--- src/hdl/xt_io_params.svh ---
/*
 * XT I/O hub constants
 * Port addresses, EMS bank limits and fixed read values
 */
`ifndef XT_IO_PARAMS_SVH
`define XT_IO_PARAMS_SVH

// I/O port map, low 16 bits of the bus address
`define XT_EMS_BASE         16'h0260
`define XT_LPT_DATA         16'h0378
`define XT_LPT_STATUS       16'h0379

// EMS page-map control
`define XT_EMS_BANKS        4
`define XT_EMS_DISABLE      8'hFF
`define XT_EMS_PAGE_LIMIT   8'h80

// Read side
`define XT_UNMAPPED_DATA    8'hFF
// Status bit that carries the DSS FIFO full flag
`define XT_DSS_FULL_BIT     6

`endif

--- src/hdl/xt_io_pkg.sv ---
/*
 * XT I/O hub types
 * Bus widths, decoded target and the request carried between stages
 */
package xt_io_pkg;

    // 20-bit XT bus address, I/O ports use the low 16 bits
    typedef logic [19:0] bus_addr_t;

    // One data byte
    typedef logic [7:0] bus_data_t;

    // EMS page number, 128 pages of 16 KB
    typedef logic [6:0] ems_page_t;

    // Which register block a request goes to
    typedef enum logic [1:0] {
        TGT_NONE       = 2'd0,
        TGT_EMS        = 2'd1,
        TGT_LPT_DATA   = 2'd2,
        TGT_LPT_STATUS = 2'd3
    } io_target_e;

    // Request registered by stage 1
    typedef struct packed {
        bus_addr_t  addr;
        bus_data_t  wdata;
        logic       we;
        io_target_e target;
        logic [1:0] reg_idx;
    } io_req_t;

endpackage

--- src/hdl/ems_mapper.sv ---
/*
 * EMS page-map registers at 260h-263h
 * Also maps memory addresses in the EMS window onto a bank and its page
 */
`timescale 1ns/1ns
`include "xt_io_params.svh"

module ems_mapper import xt_io_pkg::*; (
    input  logic                     clock,
    input  logic                     reset,
    input  io_req_t                  req_i,
    input  logic                     req_valid_i,
    input  logic                     ems_enable_i,
    input  logic [1:0]               ems_segment_i,
    input  bus_addr_t                mem_addr_i,
    input  logic                     mem_access_i,
    output bus_data_t                rdata_o,
    output logic [`XT_EMS_BANKS-1:0] bank_hit_o,
    output ems_page_t                page_o
);

    ems_page_t                map_page [`XT_EMS_BANKS];
    logic [`XT_EMS_BANKS-1:0] map_ena;
    logic [3:0]               seg_nibble;
    logic                     reg_write;

    assign reg_write = req_valid_i & req_i.we & (req_i.target == TGT_EMS) & ems_enable_i;

    // FFh disables, below 80h maps a page, anything else is ignored
    always_ff @(posedge clock, posedge reset) begin
        if (reset) begin
            map_ena <= '0;
            for (int i = 0; i < `XT_EMS_BANKS; i++)
                map_page[i] <= '0;
        end else if (reg_write) begin
            if (req_i.wdata == `XT_EMS_DISABLE) begin
                map_ena[req_i.reg_idx] <= 1'b0;
            end else if (req_i.wdata < `XT_EMS_PAGE_LIMIT) begin
                map_ena[req_i.reg_idx]  <= 1'b1;
                map_page[req_i.reg_idx] <= req_i.wdata[6:0];
            end
        end
    end

    // Disabled bank or switched-off EMS reads like an empty port
    assign rdata_o = (ems_enable_i && map_ena[req_i.reg_idx]) ?
                     {1'b0, map_page[req_i.reg_idx]} : `XT_UNMAPPED_DATA;

    // Window base: A000h, C000h or D000h segment
    always_comb begin
        case (ems_segment_i)
            2'd0:    seg_nibble = 4'hA;
            2'd1:    seg_nibble = 4'hC;
            default: seg_nibble = 4'hD;
        endcase
    end

    // 16 KB banks, at most one can match a given address
    always_comb begin
        bank_hit_o = '0;
        page_o     = '0;
        for (int n = 0; n < `XT_EMS_BANKS; n++) begin
            if (mem_access_i && map_ena[n] &&
                mem_addr_i[19:14] == {seg_nibble, 2'(n)}) begin
                bank_hit_o[n] = 1'b1;
                page_o        = map_page[n];
            end
        end
    end

endmodule

--- src/hdl/io_decode_stage.sv ---
/*
 * Stage 1 of the I/O hub
 * Accepts a Wishbone classic request, decodes the port and registers it
 */
`timescale 1ns/1ns
`include "xt_io_params.svh"

module io_decode_stage import xt_io_pkg::*; (
    input  logic      clock,
    input  logic      reset,
    input  logic      wb_cyc_i,
    input  logic      wb_stb_i,
    input  logic      wb_we_i,
    input  bus_addr_t wb_adr_i,
    input  bus_data_t wb_dat_i,
    input  logic      io_space_i,
    input  logic      done_i,
    output io_req_t   req_o,
    output logic      req_valid_o
);

    logic       busy;
    logic       accept;
    io_target_e target;

    // One request in flight, held off until stage 2 reports done
    assign accept = wb_cyc_i & wb_stb_i & ~busy;

    // Memory cycles and unknown ports fall through to TGT_NONE
    always_comb begin
        target = TGT_NONE;
        if (io_space_i) begin
            if (wb_adr_i[15:2] == `XT_EMS_BASE >> 2)
                target = TGT_EMS;
            else if (wb_adr_i[15:0] == `XT_LPT_DATA)
                target = TGT_LPT_DATA;
            else if (wb_adr_i[15:0] == `XT_LPT_STATUS)
                target = TGT_LPT_STATUS;
        end
    end

    always_ff @(posedge clock, posedge reset) begin
        if (reset) begin
            busy        <= 1'b0;
            req_valid_o <= 1'b0;
        end else begin
            req_valid_o <= accept;
            if (accept)
                busy <= 1'b1;
            else if (done_i)
                busy <= 1'b0;
        end
    end

    always_ff @(posedge clock) begin
        if (accept) begin
            req_o.addr    <= wb_adr_i;
            req_o.wdata   <= wb_dat_i;
            req_o.we      <= wb_we_i;
            req_o.target  <= target;
            req_o.reg_idx <= wb_adr_i[1:0];
        end
    end

endmodule

--- src/hdl/lpt_port.sv ---
/*
 * Parallel port at 378h-379h
 * Data latch plus a status byte carrying the DSS full flag
 */
`timescale 1ns/1ns
`include "xt_io_params.svh"

module lpt_port import xt_io_pkg::*; (
    input  logic      clock,
    input  logic      reset,
    input  io_req_t   req_i,
    input  logic      req_valid_i,
    input  logic      dss_full_i,
    output bus_data_t data_o,
    output bus_data_t status_o
);

    always_ff @(posedge clock, posedge reset) begin
        if (reset)
            data_o <= '0;
        else if (req_valid_i && req_i.we && req_i.target == TGT_LPT_DATA)
            data_o <= req_i.wdata;
    end

    // Only the DSS flag is implemented, other bits read 0
    always_comb begin
        status_o                   = '0;
        status_o[`XT_DSS_FULL_BIT] = dss_full_i;
    end

endmodule

--- src/hdl/read_return_stage.sv ---
/*
 * Stage 2 of the I/O hub
 * Picks the read byte for the decoded target and acks the request
 */
`timescale 1ns/1ns
`include "xt_io_params.svh"

module read_return_stage import xt_io_pkg::*; (
    input  logic      clock,
    input  logic      reset,
    input  io_req_t   req_i,
    input  logic      req_valid_i,
    input  bus_data_t ems_rdata_i,
    input  bus_data_t lpt_data_i,
    input  bus_data_t lpt_status_i,
    output bus_data_t wb_dat_o,
    output logic      wb_ack_o,
    output logic      done_o
);

    bus_data_t rdata;

    always_comb begin
        if (req_i.we) begin
            rdata = '0;
        end else begin
            case (req_i.target)
                TGT_EMS:        rdata = ems_rdata_i;
                TGT_LPT_DATA:   rdata = lpt_data_i;
                TGT_LPT_STATUS: rdata = lpt_status_i;
                default:        rdata = `XT_UNMAPPED_DATA;
            endcase
        end
    end

    // Ack and done are single-cycle pulses
    always_ff @(posedge clock, posedge reset) begin
        if (reset) begin
            wb_ack_o <= 1'b0;
            done_o   <= 1'b0;
        end else begin
            wb_ack_o <= req_valid_i;
            done_o   <= req_valid_i;
        end
    end

    always_ff @(posedge clock) begin
        if (req_valid_i)
            wb_dat_o <= rdata;
    end

endmodule

--- src/hdl/xt_io_hub.sv ---
/*
 * XT chipset I/O hub
 * Wishbone slave with EMS page mapping and a parallel port, two-stage pipeline
 */
`timescale 1ns/1ns
`include "xt_io_params.svh"

module xt_io_hub import xt_io_pkg::*; (
    input  logic                     clock,
    input  logic                     reset,
    input  logic                     wb_cyc_i,
    input  logic                     wb_stb_i,
    input  logic                     wb_we_i,
    input  bus_addr_t                wb_adr_i,
    input  bus_data_t                wb_dat_i,
    output bus_data_t                wb_dat_o,
    output logic                     wb_ack_o,
    input  logic                     io_space_i,
    input  logic                     ems_enable_i,
    input  logic [1:0]               ems_segment_i,
    input  logic                     dss_full_i,
    output logic [`XT_EMS_BANKS-1:0] ems_bank_hit_o,
    output ems_page_t                ems_page_o,
    output bus_data_t                lpt_data_o
);

    io_req_t   req;
    logic      req_valid;
    logic      done;
    logic      mem_access;
    bus_data_t ems_rdata;
    bus_data_t lpt_status;

    // Bank lookup runs straight off the live memory cycle
    assign mem_access = wb_cyc_i & wb_stb_i & ~io_space_i;

    io_decode_stage u_decode (
        .clock       (clock),
        .reset       (reset),
        .wb_cyc_i    (wb_cyc_i),
        .wb_stb_i    (wb_stb_i),
        .wb_we_i     (wb_we_i),
        .wb_adr_i    (wb_adr_i),
        .wb_dat_i    (wb_dat_i),
        .io_space_i  (io_space_i),
        .done_i      (done),
        .req_o       (req),
        .req_valid_o (req_valid)
    );

    ems_mapper u_ems (
        .clock         (clock),
        .reset         (reset),
        .req_i         (req),
        .req_valid_i   (req_valid),
        .ems_enable_i  (ems_enable_i),
        .ems_segment_i (ems_segment_i),
        .mem_addr_i    (wb_adr_i),
        .mem_access_i  (mem_access),
        .rdata_o       (ems_rdata),
        .bank_hit_o    (ems_bank_hit_o),
        .page_o        (ems_page_o)
    );

    lpt_port u_lpt (
        .clock       (clock),
        .reset       (reset),
        .req_i       (req),
        .req_valid_i (req_valid),
        .dss_full_i  (dss_full_i),
        .data_o      (lpt_data_o),
        .status_o    (lpt_status)
    );

    read_return_stage u_return (
        .clock        (clock),
        .reset        (reset),
        .req_i        (req),
        .req_valid_i  (req_valid),
        .ems_rdata_i  (ems_rdata),
        .lpt_data_i   (lpt_data_o),
        .lpt_status_i (lpt_status),
        .wb_dat_o     (wb_dat_o),
        .wb_ack_o     (wb_ack_o),
        .done_o       (done)
    );

endmodule

--- config.mk ---
export PLATFORM = sky130hd
export DESIGN_NAME = xt_io_hub
export DESIGN_NICKNAME = d
export VERILOG_FILES = /design/src/hdl/xt_io_pkg.sv /design/src/hdl/ems_mapper.sv /design/src/hdl/io_decode_stage.sv /design/src/hdl/lpt_port.sv /design/src/hdl/read_return_stage.sv /design/src/hdl/xt_io_hub.sv
export VERILOG_INCLUDE_DIRS = /design/src /design/src/hdl
export SDC_FILE = /design/constraint.sdc
export NUM_CORES = 1
export LEC_CHECK = 0
export ABC_AREA = 1
export BUFFER_PORTS_ARGS = -buffer_cell sky130_fd_sc_hd__buf_2
export CORE_UTILIZATION = 54
export CTS_CLUSTER_SIZE = 24
export DETAILED_ROUTE_END_ITERATION = 10
export PLACE_DENSITY = 0.84
export SKIP_CTS_REPAIR_TIMING = 1
export SLEW_MARGIN = 15
export SYNTH_ARGS = -nofsm -noshare
export SYNTH_HDL_FRONTEND = slang
export SYNTH_SLANG_ARGS = --single-unit
--- constraint.sdc ---
create_clock -name clock -period 2.18 [get_ports clock]
set_input_delay 0.545 -clock clock [delete_from_list [all_inputs] [get_ports clock]]
set_output_delay 0.545 -clock clock [all_outputs]
set_load 0.02 [all_outputs]
-- Yosys cells after proc, flatten, opt, wreduce, memory -nomap -nowiden
Index checks and enable logic that the tools add are counted.
- register bits: 64
- output and inout port bits: 28
- bits of input ports: 38
- logic and storage cells: 92
- bitwise logic cells: 13
- $lt $le $gt $ge: 5
- eq/ne operators: 12
- muxes and demuxes: 28
- reduce and logical (&&, ||, !) cells: 19
- operator list (kind ; number):
    7-bit 2-to-1 mux ; 7
    16-bit by 10-bit equality test with 1-bit output, second input constant ; 2
    28-bit bitwise mux ; 1
    6-bit equality test ; 4
    8-bit one-hot mux with 3 select lines ; 1
    7-bit binary-select mux with 2-bit select ; 1
    7-bit demux with 2-bit select ; 1
    14-bit by 8-bit equality test with 1-bit output, second input constant ; 1
    1-bit logical AND ; 13
    1-bit 2-to-1 mux ; 9
    8-bit equality test, second input constant ; 1
    8-bit < comparator, second input constant ; 1
    4-bit 2-to-1 mux ; 2
    8-bit 2-to-1 mux ; 1
    1-bit AND ; 6
    3-bit one-hot mux with 2 select lines ; 1
    4-bit AND ; 1
    2-bit by 1-bit equality test with 1-bit output, second input constant ; 2
    2-bit equality test, second input constant ; 2
    2-bit 2-to-1 mux ; 2
    4-bit NOT ; 1
    4-bit OR ; 1
    2-bit nonzero test ; 2
    3-bit >= comparator, second input constant ; 1
    11 further kinds ; 13

-- Longest topological paths before layout
Gate-level depths: netlist (run 1).
- depth after elaboration: 8
- mapped depth: 11
- mapped depth without buffers: 10

-- Modules after synthesis
From an unflattened synthesis (run 1), not the netlist that was laid out.
- cell total of the unflattened synthesis: 443
- area, all modules: 3972.6 um^2
- modules (own cells, without submodules) (module ; instances ; seq. area each (um^2) ; cells an instance ; area an instance (um^2)):
    ems_mapper ; 1 ; 800.8 ; 245 ; 1823.0
    io_decode_stage ; 1 ; 980.9 ; 76 ; 1173.6
    read_return_stage ; 1 ; 265.3 ; 73 ; 555.5
    lpt_port ; 1 ; 200.2 ; 47 ; 410.4
    xt_io_hub ; 1 ; 0.0 ; 2 ; 10.0

-- Least setup slack after synthesis (run 1)
OpenSTA, ideal clock, no wires.
- path type: in2out
- start: input ems_segment_i[1]
- end: output ems_page_o[0]
- path buffers: 0
- data required time: 1.635 ns
- cell stages on the path: 8
- arrival time: 1.589 ns
- slack: 0.046 ns
- cells stage by stage: nor2_1 -> nor2_1 -> nor2_1 -> nor2_4 -> nand2_4 -> clkinv_1 -> nand2_1 -> nand2_1
- word-level cells in the longest chain between the ends: 8
- elaborated cells between the ends (all ways): 15
- classes of those cells: eq/ne: 5; mux: 5; reduce/logical: 5
- ends and longest elaborated chain (what ; line ; text):
    from (decl) ; xt_io_hub.sv:20 ; input logic [1:0] ems_segment_i,
    2-bit by 1-bit equality test with 1-bit output / 2-bit zero test (equally long branches) ; ems_mapper.sv:51 ; case (ems_segment_i)
    3-bit one-hot mux with 2 select lines (*) ; ems_mapper.sv:51 ;
    6-bit equality test ; ems_mapper.sv:64 ; mem_addr_i[19:14] == {seg_nibble, 2'(n)}) begin
    1-bit logical AND ; ems_mapper.sv:63 ; if (mem_access_i && map_ena[n] &&
    7-bit 2-to-1 mux (3 in series) ; ems_mapper.sv:63 ;
    7-bit 2-to-1 mux (*) ; ems_mapper.sv:63 ;
    to (decl) ; xt_io_hub.sv:23 ; output ems_page_t ems_page_o,
Every way passes the cells marked *; elsewhere a longest branch is shown, timed or not.

-- Worst setup path in the final report (run 1)
- start: input ems_segment_i[1]
- end: output ems_page_o[6]
The elaborated chain is that of the path after synthesis.

==> metrics.md, run 1 <==
| Metric | Value |
|---|---|
| CTS Buf Count | 9 |
| Initial DRC Count | 390 |
| R2R depth | 7 |
| Total global routing track utilization | 0.288 |
| Initial Utilization | 0.577 |
| Pre-Repair DR Iteration Count | 5 |
| Status | finished with violations |
| Crit Path Max Fanout | 6 |
| Worst relative slew slack | 0.629 |
| Port Buf Inserts | between 60 and 70 |
| Core Box Area | ~5700 sq um |
| Crit start category | primary input |
| Final Hold Fails | 0 |
| RR Endpoint | u_return.wb_dat_o[3] |
| Filler cells | 417 |
| Setup TNS | -1.07 ns |
| Arrival time worst endpoint | 1.79 ns |
| Pwr per Cell Area | 589 nW/um^2 |
| Netlist cell types | 29 |
| Initial antenna violation count | 0 |
| Final WS setup | -0.156 ns |
| Drc violations | 0 |
| Worst setup path class | in -> out |
| CP Capture Type | output pin |
| Pleak | 0.00198 uW |
| Wire length per cell | 16.2 um |
| Routed met3 length | between 600 and 700 um |
| Die height | 79.9 um |
| Die ar. | 6380 sq um |
| Final net count | slightly above 500 |
| H-tree level count | 3 |
| Root buffer cell | clkbuf_8 |
| Clk_lat worst skew | 0.34 ns |
| Max Clock Freq | 0.428 GHz |
| Final worst path period share | 1.07 |
| GR Overflow Total | 0 |
| Post-Syn Instances | 380 |
| Hold Crit Class | in -> async |
| Share of post-route cells with drive strength above 1 | 0.309 |
| Routed via count | between 3000 and 4000 |
| Clock Sinks | 64 |
| Worst VDD drop | between 0.0004 and 0.0005 V |
| Met2 WL post-DR | 4.47 mm |
| Worst slew pin tran | 0.557 ns |
| Worst slack, placed | -0.216 ns |
| Final HPWL DP | 6.05 mm |
| RSZ-0062 raised after global routing | true |
| Area growth, synth to finish | 27.3% |
| Failing checks | setup timing |
| Vias per inst | around 5.7 |
| Commonest cells after routing, fill and taps aside | nand2_1 (123), buf_2 (57), dfrtp_1 (43) |
| TritonCTS clock tree | yes |
| Number of max-cap violations | 0 |
| Yosys reg bits | 64 |
| Number of global-route vias before repair | 2889 |
| Most common cell after layout, fill and taps aside | nand2_1 |
| Largest net degree at the start of global routing | 44 |
| Synthesized area | 3270 sq um |
| Post-route ant nets | 0 |
| Row count | 27 |
| Final Setup Violations | 8 |
| WL final | 8.84 mm |
| Top Layer Used | met4 |
| Clock Skew | 0.00879 ns |
| Syn Nets | 418 |
| Die X | 79.9 um |
| Worst reg2reg startpoint | u_decode.req_o[0] |
| Top Ports | 66 |
| Avg Inst Size Synth | 8.61 sq um |
| PnR Total Power | roughly 2500 uW |
| Slew Viols, Final | 0 |
| Ys Warns | 0 |
| Placer Congestion | 0.877 |
| Post-synthesis sequential area ratio | 0.521 |
| Required @ worst endpoint | 1.63 ns |
| First-pass GRT wire length | 13.6 mm |
| Antenna Cells | 0 |
| R2R setup slack | 0.44 ns |
| Final min period | 2.34 ns |
| Clock tree buffer depth | 2 |
| Worst-path clk slew | roughly 0.07 ns |
| Met1 wire length | 3.40 mm |
[worst max path at each step]
stage | end | slack (ns) | startpoint
floorplan | ems_page_o[0] | 0.05 | ems_segment_i[1]
global placement | ems_page_o[2] | -0.11 | ems_segment_i[1]
detailed placement | ems_page_o[4] | -0.22 | ems_segment_i[1]
CTS | ems_page_o[2] | -0.24 | ems_segment_i[1]
global route | ems_page_o[3] | -0.22 | ems_segment_i[1]
finish | ems_page_o[6] | -0.16 | ems_segment_i[1]
[critical path, cell delays in order]
cell and delay (ns):
buf_8 0.08, inv_4 0.03, a21oi_4 0.13, nand3_2 0.12, nor2_4 0.14, buf_12 0.15
buf_12 0.12, nand3_2 0.09, nand2_2 0.09, inv_1 0.05, nand2_1 0.05, nand2_1 0.06
buf_6 0.13
[state kept, by name (all words and copies together) (netlist names), named ones only]
| signal | cells |
|---|---|
| u_return.wb_dat_o | 8 |
| u_decode.req_valid_o | 1 |
| u_decode.busy | 1 |
| u_decode.req_o | 13 |
| u_ems.map_page | 28 |
| u_return.wb_ack_o | 1 |
| u_lpt.data_o | 8 |
[layer usage]
metal	global-route usage	up-vias
met1	0.359	1455
met5	0	-
met3	0.0594	33
li1	-	1440
met4	0.139	0
met2	0.475	192
[power breakdown]
group	internal, uW	total, uW	switching [uW]
Clock	645	1100	453
Combinational	56.3	119	62.7
Sequential	1240	1240	0
[Yosys cell counts]
master	n	area, sq um
nand2_2	1	6.26
clkinv_1	2	7.51
inv_2	2	7.51
a21oi_1	2	10.0
nor2_1	13	48.8
nor4_1	2	12.5
inv_1	40	150
clkbuf_1	1	3.75
nand4_1	12	75.1
buf_6	4	45.0
nand3_1	39	195
o21ai_2	14	123
nor2_4	1	11.3
o21ai_1	14	70.1
buf_4	3	22.5
a31oi_1	7	43.8
nor3_1	1	5.00
nand2_4	5	56.3
o21ai_0	16	80.1
mux2_2	1	11.3
nand2_1	126	473
edfxtp_1	21	631
o31ai_1	1	7.51
nor2_8	2	40.0
nand3_4	1	17.5
nor2_2	4	25.0
o41ai_1	1	8.76
dfrtp_1	43	1080
nand3_2	1	10.0
[cell type report]
cell class	instances	area [sq um]	area share
flip-flops and latches	64	1710	0.409
multi-input cells	264	1400	0.335
repair buffers	84	589	0.141
inverters	44	171	0.0411
clock buffers	11	131	0.0315
well taps	72	90.1	0.0216
clock inverters	5	81.3	0.0195
[logic make-up after synthesis]
| family | after synthesis | synth area share |
|---|---|---|
| mux | 1 | 0.00344 |
| flops | 64 | 0.521 |
| simple gates | 208 | 0.298 |
| buf+inv | 52 | 0.0722 |
| compound gates | 55 | 0.105 |
[per-stage QoR]
| step | instances | hold WS, ns | util | area [sq um] |
|---|---|---|---|---|
| finish | 544 | 0.343 | 0.734 | 4170 |
| detailed placement | 524 | 0.488 | 0.659 | 3740 |
| global placement | 524 | 0.491 | 0.659 | 3740 |
| floorplan | 380 | 0.463 | - | 3270 |
| global route | 544 | 0.365 | 0.734 | 4170 |
| CTS | 540 | 0.354 | 0.697 | 3960 |
Power figures use the tool's default switching activity.
==> run 2: changes to the inputs <==
--- a/config.mk
+++ b/config.mk
@@ -6,7 +6,6 @@
 export SDC_FILE = /design/constraint.sdc
 export NUM_CORES = 1
 export LEC_CHECK = 0
-export ABC_AREA = 1
 export BUFFER_PORTS_ARGS = -buffer_cell sky130_fd_sc_hd__buf_2
 export CORE_UTILIZATION = 54
 export CTS_CLUSTER_SIZE = 24
==> metrics.md, run 2 <==
| Metric | Value |
|---|---|
| Slew Viols, Final | 0 (unchanged) |
| Fin util | 0.766 (+0.0318) |
| Initial Utilization | 0.575 (-0.00170) |
| RR Endpoint | u_return.wb_dat_o[4] |
| Clock Sinks | 64 (unchanged) |
| CTS Buf Count | 9 (unchanged) |
| Critical-path top delay cell | or3b_4 |
| Synthesized area | 3030 sq um (-7.4%) |
| Clk_lat worst skew | 0.34 ns (about the same) |
| Largest net degree at the start of global routing | 44 (unchanged) |
| Die ar. | 5920 sq um (-7.2%) |
| Pre-Repair DR Iteration Count | 4 (-1) |
| CP Capture Type | output pin |
| Avg Inst Size Synth | 13.4 sq um (+56%) |
| Share of post-route cells with drive strength above 1 | 0.515 (+0.206) |
| GR Overflow Total | 0 (unchanged) |
| H-tree level count | 3 (unchanged) |
| Drc violations | 0 (unchanged) |
| Row count | 26 (-3.7%) |
| Capture point of the critical path | ems_page_o[3] |
| Combinational fraction of design power | 0.112 (+0.064) |
| Final HPWL DP | 5.27 mm (-13%) |
| Max FFs per register | 28 (unchanged) |
| Failing checks | setup timing |
| Seq pwr share | 0.513 (+0.009) |
| Total global routing track utilization | 0.289 (+0.00113) |
| Max Clock Freq | 0.399 GHz (-6.8%) |
| Most used cell, CP | buf_6 |
| First-pass GRT wire length | 12.6 mm (-7.1%) |
| Sequence of cells on the critical path | buf_6, or3b_4, a211oi_2, o21ai_2, clkbuf_16, a211oi_4, buf_6 |
| TritonCTS clock tree | yes |
| Netlist cell types | 40 (+38%) |
| P_sw | 663 uW (+29%) |
| Worst VDD drop | 0.000505 V (+3.7%) |
| Ys Warns | 0 (unchanged) |
| Initial antenna violation count | 0 (unchanged) |
| Commonest cells after routing, fill and taps aside | buf_2 (52), dfrtp_1 (43), mux2_2 (36) |
| Top-area cell type share of the netlist area | 0.355 (+0.0263) |
| Die X | 76.9 um (-3.7%) |
| Arrival time worst endpoint | 1.96 ns (+0.17 ns) |
| Worst slew pin tran | 0.553 ns (-0.00398 ns) |
| Worst setup path class | in -> out |
| Worst Setup SP | ems_segment_i[0] |
| Final Setup Violations | 11 (+3) |
| R2R depth | 4 (-3) |
| Final WS setup | -0.327 ns (-0.172 ns) |
| Crit Path Max Fanout | 5 (-1) |
| Reg area | 1710 sq um (unchanged) |
| Root buffer cell | clkbuf_8 |
| Status | finished with violations |
| Most Crowded Layer GR | met2 |
| Grt met2 use | 0.469 (-0.00646) |
| Met1 usage in global routing | 0.377 (+0.0183) |
| Largest Register | u_ems.map_page |
| Footprint of the multi-input gates | 1370 sq um (-2.3%) |
| Worst reg2reg startpoint | u_decode.req_o[0] |
| Post-Syn Instances | 226 (-41%) |
| Clock tree buffer depth | 2 (unchanged) |
| Routed via count | 2389 (-23%) |
| Yosys top cell by area | dfrtp_1 |
| Top post-synthesis cells by area | dfrtp_1 (36%), edfxtp_1 (21%), mux2_2 (13%) |
| Required @ worst endpoint | 1.63 ns (about the same) |
| Worst relative slew slack | 0.632 (+0.00265) |
| Post-synth EDFFs | 21 (unchanged) |
| Worst path max stage delay | 0.39 ns (+0.24 ns) |
| Area growth, synth to finish | 33.2% |
| Pwr per Cell Area | 659 nW/um^2 (+12%) |
| Setup TNS | -3.17 ns (-2.10 ns) |
| Hold Crit Class | in -> async |
| Worst-path clk slew | 0.07 ns (about the same) |
| Final worst path period share | 1.15 (+0.0787) |
| Post-route ant nets | 0 (unchanged) |
| Top Ports | 66 (unchanged) |
| Antenna Cells | 0 (unchanged) |
| Die height | 76.9 um (-3.7%) |
| Post-synth top flop | dfrtp_1 |
| Placer Congestion | 0.830 (-5.3%) |
| Final net count | 359 (-29%) |
| Post-synthesis sequential area ratio | 0.563 (+0.0418) |
| Initial DRC Count | 242 (-38%) |
| Number of max-cap violations | 0 (unchanged) |
| Port Buf Inserts | 65 (unchanged) |
| RSZ-0062 raised after global routing | true |
| Syn Nets | 264 (-37%) |
| Crit start category | primary input |
| WL final | 7.91 mm (-10%) |
| Most common cell after layout, fill and taps aside | buf_2 |
| Core Box Area | 5270 sq um (-7.1%) |
| Yosys reg bits | 64 (unchanged) |
| R2R setup slack | 0.28 ns (-0.16 ns) |
| Synth top cells by count | dfrtp_1 (43), mux2_2 (36), a21oi_1 (21), edfxtp_1 (21) |
| Vias per inst | 6.03 (+5.2%) |
| Wire length per cell | 20.0 um (+23%) |
| Number of global-route vias before repair | 2390 (-17%) |
| Largest regs | u_ems.map_page (28), u_decode.req_o (13) |
| Clock power share | 0.375 (-0.072) |
| Final Hold Fails | 0 (unchanged) |
| Final min period | 2.51 ns (+0.172 ns) |
| Pleak | 0.00179 uW (-9.8%) |
| Filler cells | 318 (-24%) |
| Clock Skew | 0.00712 ns (-0.00167 ns) |
| Net Sw Frac | 0.249 (+0.0393) |
| P_int | 2000 uW (+2.9%) |
| Fraction of registers with async set/reset | 0.672 (unchanged) |
| Most frequent cell after synthesis | dfrtp_1 |
| M3 GR Usage | 0.0726 (+0.0132) |
## run 2: changes by cell type after synthesis, moves of 8 or more
cell      previous run  this run
nand3_1             39         3
nand4_1             12         1
mux4_2               0         8
a21oi_1              2        21
o21ai_1             14         1
o21ai_2             14         0
mux2_2               1        36
o21ai_0             16         2
inv_1               40        10
nand2_1            126         6
a211oi_1             0         8
## run 2: worst max-delay path: cells and delay by family
kind,cells,cell delay [ns]
AO/OA/AOI/OAI,3,0.60
AND/OR/NAND/NOR,1,0.39
buffers and inverters,3,0.42
## run 2: how the worst min path moves through the flow
stage / startpoint / endpoint / slack, ns / cells past startpoint
2_1_floorplan: u_decode.busy / u_decode.busy / 0.45 / 1
3_3_place_gp: u_return.wb_ack_o / u_decode.busy / 0.43 / 1
3_5_place_dp: u_return.wb_ack_o / u_decode.busy / 0.44 / 1
4_1_cts: reset / u_ems.map_page[8] / 0.35 / 3
5_1_grt: wb_dat_i[1] / u_decode.req_o[6] / 0.36 / 1
6_report: reset / u_ems.map_page[8] / 0.33 / 3
## run 2: cell families (layout without fill, tap and decap cells)
| group | after synthesis | count (layout) | share of synthesized area |
|---|---|---|---|
| flops | 64 | 64 | 0.563 |
| buf+inv | 19 | 119 | 0.0306 |
| simple gates | 45 | 45 | 0.0983 |
| mux | 46 | 46 | 0.200 |
| compound gates | 52 | 52 | 0.108 |
## run 2: metal layers
metal | routed length (um) | part of all wire | vias to the layer above
li1 | - | - | 1063
met2 | 3950 | 0.50 | 114
met5 | 0 | 0 | -
met4 | 208 | 0.026 | 0
met1 | 3190 | 0.40 | 1194
met3 | 563 | 0.071 | 18
## run 2: cell type report
type / count / share of cell area
flip-flops and latches: 64 / 0.423
well taps: 70 / 0.0217
inverters: 11 / 0.0102
multi-input cells: 143 / 0.338
clock inverters: 4 / 0.0108
repair buffers: 92 / 0.161
clock buffers: 12 / 0.0359
## run 2: through the flow
stage               setup WS, ns  cells  power [uW]  hold slack [ns]  cell area [sq um]
floorplan                -0.0901    226        1540            0.452               3160
global placement          -0.255    376        1660            0.432               3710
detailed placement        -0.340    376        1680            0.443               3710
CTS                       -0.346    392        2660            0.351               3900
global route              -0.357    396        2760            0.357               4040
finish                    -0.327    396        2660            0.329               4040
## run 2: power groups by stage
stage / logic (uW) / clock network, uW / registers [uW]
final: 298 / 998 / 1360
after global routing: 324 / 1060 / 1370
after CTS: 293 / 1010 / 1360
after detailed placement: 290 / 0 / 1390
after global placement: 279 / 0 / 1380
after floorplan: 128 / 0 / 1420
==> run 3: changes to the inputs <==
--- a/config.mk
+++ b/config.mk
@@ -16,3 +16,4 @@
 export SYNTH_ARGS = -nofsm -noshare
 export SYNTH_HDL_FRONTEND = slang
 export SYNTH_SLANG_ARGS = --single-unit
+export TNS_END_PERCENT = 1
==> metrics.md, run 3 (synthesis gave the netlist of run 2 again) <==
| Metric | Value |
|---|---|
| Port Buf Inserts | 65 (unchanged) |
| Die height | 76.9 um (unchanged) |
| Routed via count | 2333 (-2.3%) |
| Sequence of cells on the critical path | and2_1, o21ai_2, a211oi_4, buf_4 |
| Total global routing track utilization | 0.267 (-0.0221) |
| Final net count | 353 (-1.7%) |
| Clock Sinks | 64 (unchanged) |
| Max Clock Freq | 0.407 GHz (+2.1%) |
| Worst-path clk slew | 0.07 ns (about the same) |
| Design area | 3930 sq um (-2.6%) |
| Final Setup Violations | 11 (unchanged) |
| Largest net degree at the start of global routing | 44 (unchanged) |
| Top delay family on crit path | compound AO/OA/AOI/OAI gates |
| Most common cell after layout, fill and taps aside | buf_2 |
| Drc violations | 0 (unchanged) |
| Seq pwr share | 0.516 (+0.003) |
| Hold Crit Class | in -> async |
| Slew Viols, Final | 0 (unchanged) |
| WL final | 7.10 mm (-10%) |
| Crit Path Max Fanout | 7 (+2) |
| P_sw | 650 uW (-2.0%) |
| Share of post-route cells with drive strength above 1 | 0.511 (-0.00437) |
| Wire length per cell | 18.2 um (-8.7%) |
| Largest regs | u_ems.map_page (28), u_decode.req_o (13) |
| Post-route ant nets | 0 (unchanged) |
| Worst path max stage delay | 0.67 ns (+0.28 ns) |
| Combinational fraction of design power | 0.111 (about the same) |
| GR Overflow Total | 0 (unchanged) |
| Initial Utilization | 0.575 (unchanged) |
| Placer Congestion | 0.871 (+4.9%) |
| Cells after DPL | 374 (-0.53%) |
| Failing checks | setup timing |
| Pleak | 0.00174 uW (-2.8%) |
| Worst slew pin tran | 0.836 ns (+0.283 ns) |
| Clock Skew | 0.00969 ns (+0.00257 ns) |
| Max FFs per register | 28 (unchanged) |
| Final HPWL DP | 5.03 mm (-4.5%) |
| Final min period | 2.45 ns (-0.0527 ns) |
| CP Buf/Inv Count | 1 (-2) |
| Top Ports | 66 (unchanged) |
| Crit start category | flop |
| Final WS setup | -0.275 ns (+0.0527 ns) |
| Vias per inst | 6.00 (-0.59%) |
| P_int | 1990 uW (-0.35%) |
| Worst slack, placed | -0.322 ns (+0.0177 ns) |
| H-tree level count | 3 (unchanged) |
| Setup TNS | -2.43 ns (+0.746 ns) |
| CTS Buf Count | 9 (unchanged) |
| Initial DRC Count | 149 (-38%) |
| CP Capture Type | output pin |
| Filler cells | 343 (+7.9%) |
| Number of max-cap violations | 0 (unchanged) |
| Area growth, synth to finish | 29.7% |
| Largest Register | u_ems.map_page |
| RSZ-0062 raised after global routing | true |
| TritonCTS clock tree | yes |
| Arrival time worst endpoint | 1.91 ns (-0.05 ns) |
| PnR Total Power | 2640 uW (-0.76%) |
| Net Sw Frac | 0.246 (-0.00310) |
| Pre-Repair DR Iteration Count | 5 (+1) |
| Required @ worst endpoint | 1.63 ns (about the same) |
| Core Box Area | 5270 sq um (unchanged) |
| Critical-path top delay cell | o21ai_2 |
| Final Hold Fails | 0 (unchanged) |
| Post-DP Area | 3680 sq um (-0.74%) |
| Clock tree buffer depth | 2 (unchanged) |
| Row count | 26 (unchanged) |
| Status | finished with violations |
| Number of global-route vias before repair | 2279 (-4.6%) |
| Commonest cells after routing, fill and taps aside | buf_2 (54), dfrtp_1 (43), mux2_2 (36) |
| Die ar. | 5920 sq um (unchanged) |
| Fin cells | 389 (-1.8%) |
| Worst setup path class | reg -> out |
| Pwr per Cell Area | 671 nW/um^2 (+1.9%) |
| Clk_lat worst skew | 0.35 ns (about the same) |
| First-pass GRT wire length | 11.6 mm (-7.9%) |
| Worst relative slew slack | 0.443 (-0.189) |
| Initial antenna violation count | 0 (unchanged) |
| Antenna Cells | 0 (unchanged) |
| Root buffer cell | clkbuf_8 |
| Clock power share | 0.373 (-0.002) |
| Die X | 76.9 um (unchanged) |
| Final worst path period share | 1.13 (-0.0242) |
| Worst VDD drop | 0.000613 V (+22%) |
==> run 3: cell count changes in the layout (fill, tap and decap cells not counted), moves of 2 or more <==
cell | before | now
nor2_2 | 0 | 2
buf_2 | 52 | 54
buf_6 | 12 | 6
nor2_4 | 2 | 0
==> run 3: per-stage QoR <==
step,util,hold WS [ns]
detailed placement,0.699,0.446
CTS,0.735,0.335
global placement,0.699,0.431
floorplan,-,0.452
global route,0.746,0.353
finish,0.746,0.315
==> run 3: metal layers <==
metal / up-vias / share of wire / global-route usage
met3: 18 / 0.062 / 0.0810
met1: 1169 / 0.42 / 0.343
met4: 0 / 0.025 / 0.0923
li1: 1042 / - / -
met2: 104 / 0.50 / 0.429
met5: - / 0 / 0
==> run 3: area by class of cell <==
cell class,count,area [sq um],share of cell area
multi-input cells,143,1360,0.347
clock buffers,11,141,0.0360
well taps,70,87.6,0.0223
flip-flops and latches,64,1710,0.434
repair buffers,86,546,0.139
clock inverters,4,46.3,0.0118
inverters,11,41.3,0.0105
==> run 3: final timing paths <==
kind                                   start                 end  slack [ns]  depth (start not counted)
max                                     flop       ems_page_o[4]       -0.27                          4
min                                    reset     u_lpt.data_o[1]        0.32                          3
max reg2reg                u_decode.req_o[1]   u_ems.map_page[2]        0.22                          3
min reg2reg                u_return.wb_ack_o       u_decode.busy        0.45                          1
max in group asynchronous              reset  u_ems.map_page[20]        1.47                          3
min in group clock               wb_dat_i[1]   u_decode.req_o[6]        0.36                          1
==> run 3: worst reg2reg max path: stages, from the launching register on <==
cell      delay, ns
edfxtp_1       0.77
inv_1          0.13
or3_1          0.59
mux2_2         0.36
==> run 3: power by group through the flow <==
stage	sequential (uW)	combinational, uW	clock [uW]
5_1_grt	1370	318	1040
2_1_floorplan	1420	128	0
6_report	1360	293	984
3_5_place_dp	1380	291	0
4_1_cts	1360	292	999
3_3_place_gp	1380	279	0
